## src/common/ifetch_defines.svh

```systemverilog
`ifndef IFETCH_DEFINES_SVH
`define IFETCH_DEFINES_SVH

// 64-byte lines
`define LEN_LINE 6

// 64 sets
`define LEN_INDEX 6

// LRU below is a single bit per set, so this stays at two
`define NR_WAYS 2

`define LEN_TAG (32 - `LEN_LINE - `LEN_INDEX)

`endif

```

## src/common/ifetch_pkg.sv

```systemverilog
`default_nettype none

`include "ifetch_defines.svh"

package ifetch_pkg;

    // l2 tlb reply, even/odd page pair
    typedef struct packed {
        logic [19:0] pfn0;
        logic [19:0] pfn1;
        logic        c0;
        logic        c1;
        logic        v0;
        logic        v1;
    } tlb_entry_t;

    typedef struct packed {
        logic                valid;
        logic [`LEN_TAG-1:0] tag;
    } icache_tag_t;

    // translation of the current fetch address
    typedef struct packed {
        logic [31:0] pa;
        logic        ok;
        logic        uncached;
    } xlate_t;

    typedef struct packed {
        logic [31:0] addr;
        logic [7:0]  len;
        logic [2:0]  size;
    } axi_ar_t;

    typedef enum logic [2:0] {
        IDLE,
        FENCE,
        TLB_FILL,
        UNCACHED,
        REFILL,
        SAVE_RESULT
    } ic_state_t;

endpackage

`default_nettype wire

```

## src/i_cache/icache_result.sv

```systemverilog
`timescale 1ns/1ps
`default_nettype none

`include "ifetch_defines.svh"

module icache_result (
    input  wire                          inst_en,
    input  wire [31:0]                   inst_va,
    input  wire ifetch_pkg::xlate_t      xlate,
    input  wire ifetch_pkg::ic_state_t   state,
    input  wire ifetch_pkg::icache_tag_t tag0,
    input  wire ifetch_pkg::icache_tag_t tag1,
    input  wire [31:0]                   word0_lo,
    input  wire [31:0]                   word0_hi,
    input  wire [31:0]                   word1_lo,
    input  wire [31:0]                   word1_hi,
    input  wire [31:0]                   saved_inst,
    input  wire                          saved_ok,
    input  wire                          istall,
    output logic                         hit,
    output logic                         hit_way,
    output logic [31:0]                  inst_rdata0,
    output logic [31:0]                  inst_rdata1,
    output logic                         inst_ok0,
    output logic                         inst_ok1
);

    import ifetch_pkg::*;

    logic [`LEN_TAG-1:0] ptag;
    logic                way0_hit;
    logic                way1_hit;
    logic [31:0]         sel_lo;
    logic [31:0]         sel_hi;

    assign ptag = xlate.pa[31:32-`LEN_TAG];
    assign way0_hit = tag0.valid && tag0.tag == ptag;
    assign way1_hit = tag1.valid && tag1.tag == ptag;
    assign hit = way0_hit || way1_hit;
    assign hit_way = way1_hit;

    assign sel_lo = hit_way ? word1_lo : word0_lo;
    assign sel_hi = hit_way ? word1_hi : word0_hi;

    always_comb begin
        if (state == IDLE) begin
            inst_rdata0 = inst_va[2] ? sel_hi : sel_lo;
            inst_rdata1 = sel_hi;
            inst_ok0 = inst_en && !istall;
            // second word only from an even address
            inst_ok1 = inst_en && !istall && !inst_va[2];
        end else begin
            inst_rdata0 = saved_inst;
            inst_rdata1 = '0;
            inst_ok0 = inst_en && !istall && saved_ok;
            inst_ok1 = 1'b0;
        end
    end

endmodule

`default_nettype wire

```

## config.mk

```make
export PLATFORM = sky130hd
export DESIGN_NAME = icache_result
export DESIGN_NICKNAME = d
export VERILOG_FILES = /design/src/common/ifetch_pkg.sv /design/src/i_cache/icache_result.sv
export VERILOG_INCLUDE_DIRS = /design/src /design/src/common
export SDC_FILE = /design/constraint.sdc
export NUM_CORES = 1
export LEC_CHECK = 0
export ABC_AREA = 0
export BUFFER_PORTS_ARGS = -buffer_cell sky130_fd_sc_hd__buf_4
export CAP_MARGIN = 20
export CORE_AREA = 5 5 130 132
export DETAILED_ROUTE_END_ITERATION = 8
export DIE_AREA = 0 0 135 137
export SYNTH_ARGS = -nofsm -noshare
export SYNTH_HDL_FRONTEND = slang
export SYNTH_SLANG_ARGS = --single-unit
```

## constraint.sdc

```tcl
create_clock -name vclk -period 2.2
set_clock_uncertainty 0.1 [all_clocks]
set_input_delay 0.11 -clock vclk [all_inputs]
set_output_delay 0.11 -clock vclk [all_outputs]
set_load 0.05 [all_outputs]
```

; Word level (Yosys, flattened, before mapping)
; Cells that the tools add are included.
[classes]
n_eq_ne = 2
n_mux = 7
n_reduce_logical = 9
[op_table]
columns = operator, n
row1 = 32-bit 2-to-1 mux, 5
row2 = 20-bit equality test, 2
row3 = 1-bit logical AND, 5
row4 = 3-bit zero test, 1
row5 = 1-bit zero test, 2
row6 = 1-bit 2-to-1 mux, 2
row7 = 1-bit logical OR, 1
[word_totals]
reg_bits = 0

; Longest topological paths before layout
; Gate-level depths: netlist (run 1).
[logic_depth]
depth_word = 5
depth_mapped = 7
ltp_nobuf = 5

; Worst setup path before layout (run 1)
; No wires, ideal clock.
[synth_path]
kind = input-to-output
startpoint = input port xlate[17] (netlist name)
endpoint = output port hit
arrival_time_ns = 2.328
required_ns = 1.990
path_slack_ns = -0.338
stages = 6
path_buffers = 1
path_cell_list = xnor2_1 > nand4_1 > or4_4 > clkbuf_1 > nor2_1 > a41o_1
[synth_between]
elab_chain_len = 3
elab_cells_between_ends = 5
[synth_rtl]
columns = item, line_no
row1 = from (decl), icache_result.sv:9  ; input wire ifetch_pkg::xlate_t xlate,
row2 = 20-bit equality test, icache_result.sv:38  ; assign way1_hit = tag1.valid && tag1.tag == ptag;
row3 = 1-bit logical AND, icache_result.sv:38
row4 = via hit_way, icache_result.sv:21  ; output logic hit_way,
row5 = 1-bit logical OR, icache_result.sv:39  ; assign hit = way0_hit || way1_hit;
row6 = to (decl), icache_result.sv:20  ; output logic hit,
; The timed path passes the listed nets, and every way through them passes these cells.

; Worst setup path after layout (run 1)
[layout_path]
startpoint = input port xlate[19] (netlist name)
endpoint = output port inst_rdata0[11]
[layout_between]
elab_chain_len = 5
elab_cells_between_ends = 6
[layout_rtl]
columns = item, line_no
row1 = 20-bit equality test *, icache_result.sv:38
row2 = 1-bit logical AND *, icache_result.sv:38
row3 = "32-bit 2-to-1 mux, on equally long branches", "icache_result.sv:42, icache_result.sv:43"
row4 = 32-bit 2-to-1 mux *, icache_result.sv:47  ; inst_rdata0 = inst_va[2] ? sel_hi : sel_lo;
row5 = 32-bit 2-to-1 mux *, icache_result.sv:46  ; if (state == IDLE) begin
row6 = to (decl), icache_result.sv:22  ; output logic [31:0] inst_rdata0,
; Every way passes the cells marked *; elsewhere a longest branch is shown, timed or not.

==> results by stage, run 1 <==
Outcome:
- The run finished with clean final reports.

STA:
- The part of the cycle the worst path needs is 95.2%.
- The final count of negative-setup-slack endpoints is 0.
- The number of max-slew violations in the final report came to 0.
- In this run the tightest slew margin relative to its limit is 67.6%.
- Setup repair after global routing could not meet its margin everywhere.
- The worst slack on hold paths is 488 ps.
- The number of failing hold endpoints at the final stage is 0.
- The shortest period the worst path allows is 2090 ps.
- For the pin with the worst max-slew slack, the measured transition is 486 ps.
- Based on the critical path, the design can be clocked at up to 477 MHz.
- Setup total negative slack on the finished layout was measured at 0 ps.

Critical path:
- Of all nets on the critical path, the largest fanout is 30.
- STA puts the critical path data arrival time at 1880 ps.
- The endpoint required time on the critical path is 1990 ps.
- STA classifies the critical path endpoint as an output port.
- The critical path class is in -> out.
- The kind of start point of the critical path is an input port.

Final layout:
- The fraction of layout cells with a size suffix above 1 is 51.2%.
- There are 0 flip-flops and latches.
- The area occupied by registers is 0 um^2.
- 0 antenna diodes ended up in the layout.
- The final standard cell area without fillers is 5090 um^2.
- In the final design database the tool counted 911 nets.
- The signed area change from the synthesized netlist to the final layout is 105%.
- At the end of the flow the core is filled with cells to 32.6%.
- The total of clock buffers placed in the layout is 0.

Worst hold path:
- The worst min-delay path class is in -> out.
- The worst hold path passes through 3 cells.

Floorplan:
- The floorplan step defined a die boundary enclosing 18500 um^2.
- Once the floorplan was initialized, standard cells occupied 15.9% of the core.
- The top-level port count is 342.
- The standard-cell row count is 46.
- The height of the die is 137 um.
- In this run the standard cell core region covers 15600 um^2.
- The floorplan step set the die width to 135 um.

Placement:
- During placement, the flow inserted port buffers numbering 297.
- Routability-driven placement finished with a final weighted congestion of 0.801.
- The sum of net half-perimeters after detailed placement is 11100 um.
- The post-detailed-placement cell area is 5000 um^2.

GRT:
- The global-route wire length before repair is 20000 um.
- The global-route usage over all layers is 12.9%.
- Global routing finished with a remaining overflow of 0.
- The number of global-route vias before repair is 4005.
- The number of antenna violations at the first check in global routing is 0.
- Entering global routing, the biggest net connects 99 pins.

Routing:
- The total number of vias is 3935.
- In this run the remaining antenna-violating nets after routing total 0.
- The detailed router finished its first iteration with 136 violations.
- The ratio of routed vias to standard cells is 4.62.
- The first TritonRoute pass finished after 4 iterations.
- The wire length per cell is 16.2 um.
- The final wirelength is 13800 um.
- The detailed-route DRC error count is 0.

Job:
- The max-cap violation count is 0.

Clock network:
- The quantity of hold-fixing buffers added after cts is 0.

Pwr:
- The worst-case IR drop observed on VDD is 130 uV.
- The power per unit of standard cell area is 203 nW/um^2.
- The leakage power is 0.00240 uW.

Synthesis:
- The per-instance average area after synthesis is 6.83 um^2.
- The number of distinct library cell variants in the gate-level netlist after synthesis is 26.
- The post-synthesis net count is 638.
- After synthesis the cells add up to 2490 um^2.
- After synthesis, flip-flops and latches occupy 0% of the total area.
- Yosys printed 0 warnings.
- In the synthesized netlist, the number of instances is 364.
-- per-stage QoR --
step                power [uW]  instances  worst slack [ps]
detailed placement        1030        849             -5.12
finish                    1030        851               105
global placement          1020        849              25.1
global route              1110        851             -37.0
floorplan                  521        364              19.4
CTS                       1030        849              7.85
-- final timing paths --
path | startpoint | end
setup / recovery | xlate[19] | inst_rdata0[11]
hold / removal | saved_inst[22] | inst_rdata0[22]
-- cells in the mapped netlist --
cell       n  area share (%)
o21ai_0   44             8.9
xor2_1     8             2.8
clkbuf_1  21             3.2
nor3_1     1            0.20
buf_6      3             1.4
nor4_1     3            0.75
o21ai_1   19             3.8
nand3_1   34             6.8
a41o_1     1            0.40
or4_4      1            0.45
and4_1     1            0.35
or3_1      1            0.25
inv_1      1            0.15
xnor2_1   31              11
a22o_1    32              11
a31oi_1   32             8.1
nand4_1    7             1.8
o21ai_2    1            0.35
nand2b_1   3            0.75
mux2i_1   64              26
nor2_1     1            0.15
buf_1      4            0.60
clkbuf_2   3            0.60
nor4_4     1            0.86
a21oi_1   33             6.6
buf_2     14             2.8
-- routing by layer --
metal,routed length (um),share of wire (%),GRT usage [%]
met2,6980,51,24.8
met5,0,0,0
met3,1160,8.4,2.54
met1,5380,39,14.7
met4,247,1.8,2.30
-- final cells by class --
cell class	instances	area [um^2]
Fill cell	1713	10500
Timing Repair Buffer	316	2510
Tap cell	216	270
Inverter	1	3.75
Multi-Input combinational cell	318	2300
-- layout by cell type (no fill, tap or decap), drive strengths merged --
master,count
nor4,4
nor3,1
a22o,32
nor2,1
xnor2,31
inv,1
mux2i,64
or3,1
a41o,1
xor2,8
o21ai,64
nand2b,3
or4,1
and4,1
nand3,34
nand4,7
a21oi,33
clkbuf,1
buf,315
a31oi,32
-- logic make-up (layout without fill, tap and decap cells) --
group / after synthesis / count (layout) / synth area share [%]
compound gates: 162 / 162 / 39.4
xor+xnor: 39 / 39 / 13.7
buf+inv: 46 / 317 / 8.71
mux: 64 / 64 / 25.8
simple gates: 53 / 53 / 12.4
-- critical path, cell delays in order --
cell and delay [ps]:
buf_4 120, xnor2_1 150, nand4_1 150, buf_4 170
nor4_4 320, buf_6 300, a31oi_1 140, a22o_1 220
buf_4 180
-- what timing repair did --
action	in CTS	in global routing
pin swaps	1	2
gates cloned	0	1
setup endpoints to repair	1	64
resized for setup	0	18
setup buffers	0	1
-- power breakdown --
part	leakage, uW	internal, uW	total (uW)	switching [uW]
Sequential	0	0	0	0
Clock	0	0	0	0
Combinational	0.00240	524	1030	510
(Power assumes the default switching activity.)
==> run 2, diff against run 1 <==
- CELL_PAD_IN_SITES_DETAIL_PLACEMENT: not set -> 1
- CELL_PAD_IN_SITES_GLOBAL_PLACEMENT: not set -> 1
- CORE_AREA: 5 5 130 132 -> 5 5 131 133
- DIE_AREA: 0 0 135 137 -> 0 0 136 138
- PLACE_DENSITY_LB_ADDON: not set -> 0.1
==> results by stage, run 2 (synthesis gave the netlist of run 1 again) <==
Outcome:
- The flow ran to the end, and the final reports show no timing, DRC or antenna violations.

Final layout:
- The top cell types in the final layout, fill and taps aside, are 301 x buf_4, 64 x mux2i_1, 39 x o21ai_0, 34 x nand3_1.
- Cells with a size suffix above 1 make up 51.6% of the layout.
- In the final design database the tool counted 913 nets.
- Across the whole layout, storage elements account for 0 um^2.
- The signed area change from the synthesized netlist to the final layout is 107%.
- The layout filler cell count is 1964.
- The number of antenna diodes is 0.
- The library cell used most frequently in the layout, excluding fill and tap cells, is buf_4.
- The number of flip-flops and latches is 0.
- Summing all multi-input logic gate instances after layout gives 2320 um^2.
- The layout has 0 clock buffers.

Routing:
- The ratio of routed vias to standard cells is 4.74.
- The number of DRC markers in iteration 0 is 119.
- The detailed-route DRC error count is 0.
- The wire length per cell is 19.3 um.
- The first TritonRoute pass finished after 4 iterations.
- The final wirelength is 16400 um.
- The routed layout has 4041 vias.
- The count of nets left with antenna violations once routing finished came out at 0.

Pwr:
- The maximum ir drop on the vdd rail is 74.8 uV.
- The power per unit of standard cell area is 203 nW/um^2.
- Summed over all cells, the static leakage comes to 0.00244 uW.
- Total power for the finished layout comes to 1050 uW.

STA:
- The worst path needs 2120 ps of the cycle, external delays included.
- The slew at the pin closest to its max-slew limit is 449 ps.
- Setup slack closes at 79.1 ps.
- The part of the cycle the worst path needs is 96.4%.
- The number of failing hold endpoints at the final stage is 0.
- The number of max-slew violations in the final report is 0.
- In this run the tightest slew margin relative to its limit is 70.0%.
- Timing would allow up to 472 MHz.
- Setup violations remaining at the end of the flow were counted as 0.

GRT:
- Global routing finished with a remaining overflow of 0.
- The maximum number of pins on one net before global-route repair is 99.
- The number of antenna violations at the first check in global routing came to 0.
- The number of global-route vias before repair is 4407.
- The global-route usage over all layers is 15.7%.
- The first global-routing pass estimated 24300 um of wire.

Floorplan:
- The initialized floorplan defines 46 standard-cell rows.
- In this run the count of I/O pins placed on the die edge is 342.
- The die extent in x is 136 um.
- The height of the die is 138 um.
- The starting density of the core is 15.8%.
- The area of the die is 18800 um^2.
- The total area inside the core boundary comes to 15700 um^2.

Worst hold path:
- The worst min-delay path class is in -> out.
- The worst hold path startpoint is saved_inst[16].
- Along the worst hold path, the cell count comes to 3.
- The destination of the worst hold path is inst_rdata0[16].

Critical path:
- STA classifies the critical path endpoint as an output port.
- The worst setup path is launched from an input port.
- The maximum fanout along the worst path is 20.
- The critical path class is in -> out.
- Data arrives at the worst endpoint at 1910 ps.
- For the worst setup path, the data required time is 1990 ps.

Placement:
- The number of buffers added on ports is 297.
- Prior to clock tree synthesis, the placed netlist has a worst setup slack of -99.9 ps.
- The sum of net half-perimeters after detailed placement is 12800 um.
- The congestion estimate from routability-driven global placement came to 0.751.

Job:
- The tool flagged a number of max-cap violations equal to 0.
[run 2: cell count changes in the layout (fill, tap and decap cells not counted), moves of 2 or more]
cell	before	now
buf_6	10	6
buf_4	298	301
xnor2_1	31	28
xnor2_2	0	3
buf_12	7	9
[run 2: layout make-up]
type,instances,area share (%)
Inverter,1,0.0729
Multi-Input combinational cell,318,45.0
Tap cell,216,5.25
Timing Repair Buffer,318,49.7
[run 2: through the flow]
stage	setup TNS, ps	hold WS [ps]	utilization [%]	cell area, um^2	cells
final	0	498	32.8	5150	853
after global placement	-40.4	502	31.9	5010	849
after floorplan	0	381	-	2490	364
after CTS	0	500	32.2	5070	852
after global routing	-55.7	508	32.8	5150	853
after detailed placement	-316	500	31.9	5010	849
[run 2: worst max-delay path by stage]
stage	start	end	cells past startpoint
3_5_place_dp	xlate[33]	inst_rdata0[2]	8
3_3_place_gp	xlate[17]	inst_rdata0[2]	8
5_1_grt	xlate[31]	inst_rdata1[13]	10
2_1_floorplan	xlate[17]	inst_rdata1[0]	6
6_report	xlate[31]	inst_rdata0[6]	10
4_1_cts	xlate[22]	inst_rdata0[16]	10
[run 2: critical path, stage by stage]
cell,delay (ps)
buf_4,120
xnor2_1,170
nand4_1,170
buf_4,180
nor4_4,270
buf_6,190
buf_12,170
a31oi_1,100
a22o_1,230
buf_4,190
[run 2: routing by layer]
layer  vias up  GRT usage [%]  wire (um)  part of all wire (%)
li1       1960              -          -                     -
met1      1889           18.7       6570                    40
met2       188           29.0       8300                    50
met3         4           4.50       1510                   9.2
met4         0          0.531         71                  0.43
met5         -              0          0                     0
[run 2: timing repair]
item / CTS / global route
pin swaps: 3 / 4
hold buffers: 0 / 0
gates resized for setup: 2 / 18
setup endpoints to repair: 13 / 60
cloned: 1 / 1
setup buffers: 2 / 0
hold endpoints to repair: 0 / 0
[run 2: power breakdown]
part	switching [uW]	internal [uW]
Combinational	521	526
Sequential	0	0
Clock	0	0
Total	521	526
