===== config.mk =====
export PLATFORM = sky130hd
export DESIGN_NAME = itlb_translate
export DESIGN_NICKNAME = d
export VERILOG_FILES = /design/src/common/ifetch_pkg.sv /design/src/i_cache/itlb_translate.sv
export VERILOG_INCLUDE_DIRS = /design/src /design/src/common
export SDC_FILE = /design/constraint.sdc
export NUM_CORES = 1
export LEC_CHECK = 0
export BUFFER_PORTS_ARGS = -buffer_cell sky130_fd_sc_hd__buf_4
export CAP_MARGIN = 20
export CORE_MARGIN = 1
export CORE_UTILIZATION = 47
export CTS_CLUSTER_DIAMETER = 80
export DETAILED_ROUTE_END_ITERATION = 10
export GPL_TIMING_DRIVEN = 1
export PLACE_DENSITY = 0.83
export REMOVE_ABC_BUFFERS = 1
export SLEW_MARGIN = 20
export SYNTH_ARGS = -nofsm -noshare
export SYNTH_HDL_FRONTEND = slang
export SYNTH_SLANG_ARGS = --single-unit

===== constraint.sdc =====
create_clock -name clk -period 6.5 [get_ports clk]
set_input_delay 0.65 -clock clk [delete_from_list [all_inputs] [get_ports clk]]
set_output_delay 0.65 -clock clk [all_outputs]
set_load 0.02 [all_outputs]

===== src/common/ifetch_defines.svh =====
`ifndef IFETCH_DEFINES_SVH
`define IFETCH_DEFINES_SVH

// 64-byte lines
`define LEN_LINE 6

// 64 sets
`define LEN_INDEX 6

// LRU below is a single bit per set, so this stays at two
`define NR_WAYS 2

`define LEN_TAG (32 - `LEN_LINE - `LEN_INDEX)

`endif


===== src/common/ifetch_pkg.sv =====
`default_nettype none

`include "ifetch_defines.svh"

package ifetch_pkg;

    // l2 tlb reply, even/odd page pair
    typedef struct packed {
        logic [19:0] pfn0;
        logic [19:0] pfn1;
        logic        c0;
        logic        c1;
        logic        v0;
        logic        v1;
    } tlb_entry_t;

    typedef struct packed {
        logic                valid;
        logic [`LEN_TAG-1:0] tag;
    } icache_tag_t;

    // translation of the current fetch address
    typedef struct packed {
        logic [31:0] pa;
        logic        ok;
        logic        uncached;
    } xlate_t;

    typedef struct packed {
        logic [31:0] addr;
        logic [7:0]  len;
        logic [2:0]  size;
    } axi_ar_t;

    typedef enum logic [2:0] {
        IDLE,
        FENCE,
        TLB_FILL,
        UNCACHED,
        REFILL,
        SAVE_RESULT
    } ic_state_t;

endpackage

`default_nettype wire


===== src/i_cache/itlb_translate.sv =====
`timescale 1ns/1ps
`default_nettype none

module itlb_translate (
    input  wire                     clk,
    input  wire                     rst,
    input  wire [31:0]              inst_va,
    input  wire                     fill,
    input  wire                     itlb_found,
    input  wire ifetch_pkg::tlb_entry_t itlb_entry,
    input  wire                     invalidate,
    output ifetch_pkg::xlate_t      xlate,
    output logic [31:13]            itlb_vpn2,
    output logic                    fill_fault,
    output logic                    fill_refill
);

    logic [31:12] vpn_q;
    logic [19:0]  pfn_q;
    logic         uncached_q;
    logic         valid_q;
    logic         direct;
    logic         page_v;
    logic         page_c;
    logic [19:0]  page_pfn;

    // kseg0 and kseg1
    assign direct = inst_va[31:30] == 2'b10;

    // half of the pair picked by vpn bit 12
    assign page_v = inst_va[12] ? itlb_entry.v1 : itlb_entry.v0;
    assign page_c = inst_va[12] ? itlb_entry.c1 : itlb_entry.c0;
    assign page_pfn = inst_va[12] ? itlb_entry.pfn1 : itlb_entry.pfn0;

    assign itlb_vpn2 = inst_va[31:13];
    assign fill_refill = fill && !itlb_found;
    assign fill_fault = fill && itlb_found && !page_v;

    always_comb begin
        xlate.pa = direct ? {3'b000, inst_va[28:0]} : {pfn_q, inst_va[11:0]};
        xlate.ok = direct || (valid_q && vpn_q == inst_va[31:12]);
        xlate.uncached = direct ? inst_va[29] : uncached_q;
    end

    always_ff @(posedge clk) begin
        if (rst || invalidate) begin
            valid_q <= 1'b0;
        end else if (fill && itlb_found && page_v) begin
            valid_q <= 1'b1;
        end
    end

    always_ff @(posedge clk) begin
        if (fill && itlb_found && page_v) begin
            vpn_q <= inst_va[31:12];
            pfn_q <= page_pfn;
            uncached_q <= !page_c;
        end
    end

endmodule

`default_nettype wire


[Word-level counts from Yosys, hierarchy flattened]
Index checks and enable logic that the tools add are counted.
Storage, ports and cells
  bits in registers: 42
  bits of input ports: 81
  output and inout port bits: 55
Cells by class
  equality and inequality tests: 2
  muxes and demuxes: 5
  reduce and logical (&&, ||, !) cells: 10
Operators with widths (count)
  $mux 32: 1
  $eq 20x20->1: 1
  $mux 20: 1
  $logic_and 1x1->1: 5
  $logic_not 1->1: 3
  $mux 1: 3
  $eq 2x2->1 const B: 1
  $logic_or 1x1->1: 2

[Depth between registers and ports, before layout]
Gate-level depths: netlist of the first run.
  word-level depth: 3
  mapped depth: 5
  depth with buffers taken out: 4

[Worst setup path after synthesis of the first run]
No wires, ideal clock.
  path type: input-to-reg
  start: in inst_va[12]
  end: reg pfn_q[0] (enable)
  library setup time: 0.442 ns
  arrival: 2.661 ns
  required time: 6.058 ns
  setup slack: 3.397 ns
  stages: 3
  cells stage by stage: buf_6 > mux2i_1 > nor2_1
Between the ends
  word-level cells in the longest chain between the ends: 2
Ends and longest elaborated chain
  start: declaration: line itlb_translate.sv:7  | input wire [31:0] inst_va,
  $mux 1: line itlb_translate.sv:31  | assign page_v = inst_va[12] ? itlb_entry.v1 : itlb_entry.v0;
  $logic_and 1x1->1: line itlb_translate.sv:54  | if (fill && itlb_found && page_v) begin
  end signal: assignment: line itlb_translate.sv:56  | pfn_q <= page_pfn;
  end: declaration: line itlb_translate.sv:19  | logic [19:0] pfn_q;
Every way passes these cells.
A chain may end at the register's enable or synchronous reset.

==> summary.txt, run 1 <==
Status
  – Status: complete, no violations

Drt
  – Vias per cell: 4.990
  – DR vias: 1452
  – DRC errors left: 0
  – Antenna Nets Post-Route: 0
  – WL final: 4.518 mm
  – Initial drt markers: 78
  – Pre-Repair DR Iteration Count: 6
  – Wire length per cell: 15.53 um

Logic synthesis
  – Largest area contributor in the netlist: edfxtp_1
  – Synth top area cells: edfxtp_1 (55%), mux2_2 (19%), buf_4 (11%)
  – Post-Synth XOR/XNOR Area: 7.799%
  – Seq cells post-synth: 42
  – Post-synth cell types: 19
  – Post-synth top area share: 54.82%
  – Seq/Total Area, Yosys: 55.71%
  – Area fraction in compound gates after synthesis: 0.4457%
  – Post-synthesis simple-gate area fraction: 4.123%
  – Post-Syn Area: 2246 sq um
  – Largest family of logic cells by synthesized area: multiplexers
  – Adder-cell share of the synthesized area: 0%
  – Synth warn: 0
  – Synthesized area per cell: 14.49 sq um
  – Post-synthesis mux area share: 19.94%
  – Post-Synthesis Cells: 155

CTS
  – Clk sinks: 42
  – Cts hold-fix bufs: 0
  – CTS Buf Count: 5
  – Clk_lat worst skew: 290 ps
  – Post-CTS Setup Bufs: 0
  – CTS root buf: clkbuf_8
  – CTS Buffer Depth: 2
  – CTS resizes: 0
  – Reg clk slew, reported paths: 70 ps
  – CTS tree: built
  – H-Tree Level Count: 2

Pwr
  – Sw Ratio: 24.21%
  – Internal power: 466.4 uW
  – Peak supply drop: 114.1 uV
  – Power density over the cells: 205.8 nW/um^2
  – Comb pwr share: 22.2%
  – Sw power: 148.9 uW
  – P_leak: 0.001215 uW
  – Flop pwr share: 51.9%
  – Power Total: 615.3 uW
  – Clk network pwr share: 25.9%

Setup path
  – Setup CP Type: input port to output pin
  – CP Max Fanout: 22
  – R2R setup slack: 5910 ps
  – CP required: 5850 ps
  – Crit end category: output pin
  – Critical path arrival: 2190 ps
  – Startpoint types: input port

STA
  – Max Clock Skew: 0 ps
  – Final Hold Vio Count: 0
  – Final Max Tran Viols: 0
  – Setup WS post-layout: 3664 ps
  – Final setup violating endpoints: 0
  – Fmax: 0.3526 GHz
  – Fin crit share: 43.63%
  – Setup_tns: 0 ps
  – Final critical-path required period: 2836 ps
  – RSZ-0062 raised after global routing: no
  – Worst Max-Slew Pin Slew: 1025 ps
  – Worst slew margin: 31.32%

Floorplan
  – Initial Utilization: 50.20%
  – Die Span Y: 71.13 um
  – Core area: 4474 sq um
  – Die width: 71.13 um
  – Placement Rows: 24
  – IO Pins: 136
  – Die area: 5059 sq um

Cells and area
  – ANT cells: 0
  – Register area: 1251 sq um
  – Nets@finish: 319
  – Commonest non-fill, non-tap cell in the layout: buf_4
  – Fraction of layout cells with a size suffix above 1: 65.69%
  – Post-route insts no fill: 291
  – Layout area overhead: 33.15%
  – # fillers: 352
  – Most frequent cells in the layout: buf_4 (111), edfxtp_1 (41), mux2_2 (38), xnor2_1 (16), clkbuf_8 (5)
  – Area occupied by multi-input gates: 733.2 sq um

Global routing
  – GRT Util Overall: 18.63%
  – Grt ovf: 0
  – Largest net degree at the start of global routing: 43
  – First-pass GRT wire length: 6.886 mm
  – Vias in the first global route: 1410
  – Antenna violations before repair: 0

Placed design
  – Port Buffers: 111
  – HPWL after DPL: 3.386 mm
  – DP Cell Count: 282
  – Placer Congestion: 0.7718
  – Post-Place Worst Slack: 3628 ps

Run
  – Maxcap violations: 0

Min path
  – Hold Path Class: flop to flop
-- final timing paths --
check	start	end	cells after the start
max	inst_va[31]	xlate[24]	4
min reg2reg	valid_q$_SDFFE_PP0P_	valid_q$_SDFFE_PP0P_	2
max reg2reg	valid_q$_SDFFE_PP0P_	valid_q$_SDFFE_PP0P_	2
min	valid_q$_SDFFE_PP0P_	valid_q$_SDFFE_PP0P_	2
-- logic make-up (layout without fill, tap and decap cells) --
logic type,after synthesis,after routing
compound gates,1,1
mux,40,40
buf+inv,36,120
xor+xnor,20,20
simple gates,16,16
flops,42,42
-- worst max-delay path: stages --
cell and delay, ps:
buf_4 100, nor2b_2 820, mux2_2 440, buf_4 160
-- stage by stage --
stage                     hold slack [ps]  utilization, %  instance area (sq um)
after floorplan                     466.8               -                   1977
after global placement              484.1           64.43                   2883
after detailed placement            490.9           64.43                   2883
after CTS                           502.0           66.22                   2963
after global routing                501.5           66.83                   2990
final                               499.7           66.83                   2990
-- synth_stat cells --
cell      number
and3_1         1
buf_6          1
nand2_1        1
edfxtp_1      41
dfxtp_1        1
nand3_1        1
a41o_1         1
mux2i_1        2
nor4_1         2
nor2_1         2
buf_4         33
xnor2_1       16
buf_2          2
mux2_2        38
xor2_1         4
nor2b_1        4
nand4_1        3
nor3_1         1
nor2b_2        1
-- power groups by stage --
stage,Combinational (uW),Sequential [uW],Clock [uW]
floorplan,54.7,325,0
global placement,134,325,0
detailed placement,136,326,0
CTS,137,320,162
global route,145,321,172
finish,137,319,159
-- sequential cells by signal (all words and copies together) (netlist names) --
name        count
pfn_q          20
uncached_q      1
valid_q         1
vpn_q          20
-- per-layer routing --
layer | wire length, um | vias to the layer above | track usage, %
met4 | 127 | 0 | 10.89
met5 | 0 | - | 0
li1 | - | 694 | -
met1 | 1797 | 679 | 22.71
met3 | 322 | 11 | 7.407
met2 | 2271 | 68 | 28.10
-- layout make-up --
cell class                 count  share of cell area (%)
clock buffer                   8                   2.678
multi-input combinational     77                   24.52
sequential                    42                   41.84
tap                           52                   2.176
timing repair buffer         112                   28.79
Power figures use the tool's default switching activity.
==> run 2: changes to the inputs <==
--- a/config.mk
+++ b/config.mk
@@ -6,14 +6,15 @@
 export SDC_FILE = /design/constraint.sdc
 export NUM_CORES = 1
 export LEC_CHECK = 0
+export ABC_AREA = 1
 export BUFFER_PORTS_ARGS = -buffer_cell sky130_fd_sc_hd__buf_4
 export CAP_MARGIN = 20
 export CORE_MARGIN = 1
-export CORE_UTILIZATION = 47
+export CORE_UTILIZATION = 40
 export CTS_CLUSTER_DIAMETER = 80
 export DETAILED_ROUTE_END_ITERATION = 10
 export GPL_TIMING_DRIVEN = 1
-export PLACE_DENSITY = 0.83
+export PLACE_DENSITY = 0.73
 export REMOVE_ABC_BUFFERS = 1
 export SLEW_MARGIN = 20
 export SYNTH_ARGS = -nofsm -noshare
==> constraint.sdc (replaced) <==
create_clock -name clk -period 2.6 [get_ports clk]
set_input_delay 0.26 -clock clk [delete_from_list [all_inputs] [get_ports clk]]
set_output_delay 0.26 -clock clk [all_outputs]
set_load 0.02 [all_outputs]
==> summary.txt, run 2 <==
Setup path
  – R2R setup slack: 2010 ps
  – Crit path launch: vpn_q[26]$_DFFE_PP_
  – End point of the critical path: xlate[1]
  – Setup CP Type: flop to output pin
  – Cell count of the worst reg-to-reg path: 2
  – CP required: 2340 ps
  – Largest stage delay, worst path: 390 ps
  – Startpoint types: flop
  – CP max stage cell: edfxtp_1
  – Worst path cell trace: xnor2_1 -> o21ai_0 -> nor2_1 -> nand3_1 -> nand2_1 -> buf_4
  – Critical path arrival: 1500 ps
  – FF-to-FF End: valid_q$_SDFFE_PP0P_
  – Critical R2R Launch: valid_q$_SDFFE_PP0P_
  – CP Max Fanout: 1
  – Crit end category: output pin

CTS
  – CTS Buffer Depth: 2
  – Reg clk slew, reported paths: 80 ps
  – CTS root buf: clkbuf_8
  – CTS Buf Count: 5
  – CTS tree: built
  – Cts hold-fix bufs: 0
  – Clk_lat worst skew: 290 ps
  – Post-CTS Setup Bufs: 0
  – CTS resizes: 0
  – Clk sinks: 42
  – H-Tree Level Count: 2

Logic synthesis
  – Post-Synth XOR/XNOR Area: 0.7183%
  – Synth warn: 0
  – Fraction of synthesis flops using an asynchronous set or reset pin: 0%
  – Post-synthesis mux area share: 0.4105%
  – EDFF count, synth: 41
  – Seq/Total Area, Yosys: 51.31%
  – Largest area contributor in the netlist: edfxtp_1
  – Most common cell in the netlist: nand2_1
  – Largest family of logic cells by synthesized area: simple AND/OR/NAND/NOR gates
  – Area fraction in compound gates after synthesis: 3.899%
  – Post-synth cell types: 16
  – Seq cells post-synth: 42
  – Post-synth top flop: edfxtp_1
  – Synth top area cells: edfxtp_1 (50%), nand2_1 (22%), buf_4 (9.5%)
  – Post-Synthesis Cells: 306
  – Synthesized area per cell: 7.969 sq um
  – Post-synthesis simple-gate area fraction: 25.40%
  – Adder-cell share of the synthesized area: 0%
  – Post-synth top cells: nand2_1 (140), edfxtp_1 (41), inv_1 (39)
  – Post-Syn Area: 2439 sq um
  – Post-synth top area share: 50.49%

Floorplan
  – Die Span Y: 80.08 um
  – Initial Utilization: 41.43%
  – Die area: 6413 sq um
  – Placement Rows: 28
  – IO Pins: 136
  – Die width: 80.08 um
  – Core area: 5886 sq um

Status
  – Status: complete, no violations

Drt
  – DRC errors left: 0
  – Initial drt markers: 85
  – Antenna Nets Post-Route: 0
  – Wire length per cell: 12.34 um
  – DR vias: 2087
  – Vias per cell: 4.498
  – WL final: 5.728 mm
  – Pre-Repair DR Iteration Count: 4

STA
  – Setup_tns: 0 ps
  – Worst Max-Slew Pin Slew: 517.8 ps
  – Fin crit share: 67.73%
  – RSZ-0062 raised after global routing: no
  – Final setup violating endpoints: 0
  – Final critical-path required period: 1761 ps
  – Final Hold Vio Count: 0
  – Fmax: 0.5679 GHz
  – Max Clock Skew: 0 ps
  – Worst slew margin: 65.43%
  – Min Hold Slack: 116.6 ps
  – Final Max Tran Viols: 0

Min path
  – Hold Path Class: input port to flop
  – Startpoint of the worst hold path: invalidate

Pwr
  – Peak supply drop: 204.4 uV
  – P_leak: 0.001669 uW
  – Power density over the cells: 501.6 nW/um^2

Cells and area
  – Commonest non-fill, non-tap cell in the layout: nand2_1
  – Layout area overhead: 31.20%
  – # fillers: 577
  – ANT cells: 0
  – Nets@finish: 469
  – Top flop regs: pfn_q: 20 flops, vpn_q: 20 flops
  – Most frequent cells in the layout: nand2_1 (140), buf_4 (114), edfxtp_1 (41), inv_1 (39), o21ai_0 (18)
  – Fraction of layout cells with a size suffix above 1: 32.39%

Global routing
  – Grt ovf: 0
  – First-pass GRT wire length: 8.949 mm
  – GRT Util Overall: 18.75%
  – Vias in the first global route: 1998
  – Antenna violations before repair: 0
  – Largest net degree at the start of global routing: 36

Placed design
  – Placer Congestion: 0.7446
  – Port Buffers: 111
  – HPWL after DPL: 4.338 mm

Run
  – Maxcap violations: 0
==> run 2: cell count changes after synthesis, sizes merged, moves of 4 or more <==
cell and delta:
nand2 +139, inv +41, o21ai +19, nor2b -5
xor2 -4, nor2 +17, xnor2 -14, mux2 -38
==> run 2: worst min path at each step <==
stage          cells past startpoint                    to
3_3_place_gp                       2  valid_q$_SDFFE_PP0P_
4_1_cts                            2  valid_q$_SDFFE_PP0P_
3_5_place_dp                       2  valid_q$_SDFFE_PP0P_
2_1_floorplan                      1  valid_q$_SDFFE_PP0P_
5_1_grt                            2  valid_q$_SDFFE_PP0P_
6_report                           2  valid_q$_SDFFE_PP0P_
==> run 2: area by class of cell <==
cell class / count / area (sq um) / area share [%]
clock buffers: 6 / 82.58 / 2.581
clock inverters: 2 / 12.51 / 0.3911
inverters: 41 / 153.9 / 4.810
multi-input cells: 184 / 749.5 / 23.43
flip-flops and latches: 42 / 1251 / 39.11
well taps: 75 / 93.84 / 2.933
repair buffers: 114 / 855.8 / 26.75
==> run 2: cells by family (layout without fill, tap and decap cells) <==
logic type / Yosys count / in the layout
compound gates: 19 / 19
simple gates: 162 / 162
flops: 42 / 42
buf+inv: 80 / 163
mux: 1 / 1
xor+xnor: 2 / 2
==> run 2: worst max-delay path, delay by kind of cell (launching register included) <==
family	cells	cell delay [ps]
flops	1	390
compound gates	1	160
simple gates	3	330
xor+xnor	1	180
buf+inv	1	150
==> run 2: routing by layer <==
layer / vias to the layer above / track usage [%] / share of wire [%]
met1: 926 / 21.58 / 41
met4: 0 / 4.821 / 1.1
met5: - / 2.727 / 0
met3: 5 / 5.909 / 7.5
li1: 1069 / - / -
met2: 87 / 33.25 / 51
==> run 2: through the flow <==
stage                     utilization (%)  std cells  total power [uW]  worst slack (ps)  instance area, sq um
after floorplan                         -        267             960.8             5.668                  2147
after global placement              52.74        456              1173             871.2                  3104
after detailed placement            52.74        456              1185             829.6                  3104
after CTS                           54.36        464              1617             867.3                  3199
after global routing                54.36        464              1679             729.9                  3199
final                               54.36        464              1605             839.0                  3199
==> run 2: power breakdown <==
part / internal [uW] / switching (uW) / total, uW
clock network: 213 / 226 / 439
logic: 166 / 196 / 361
registers: 790 / 14.1 / 804
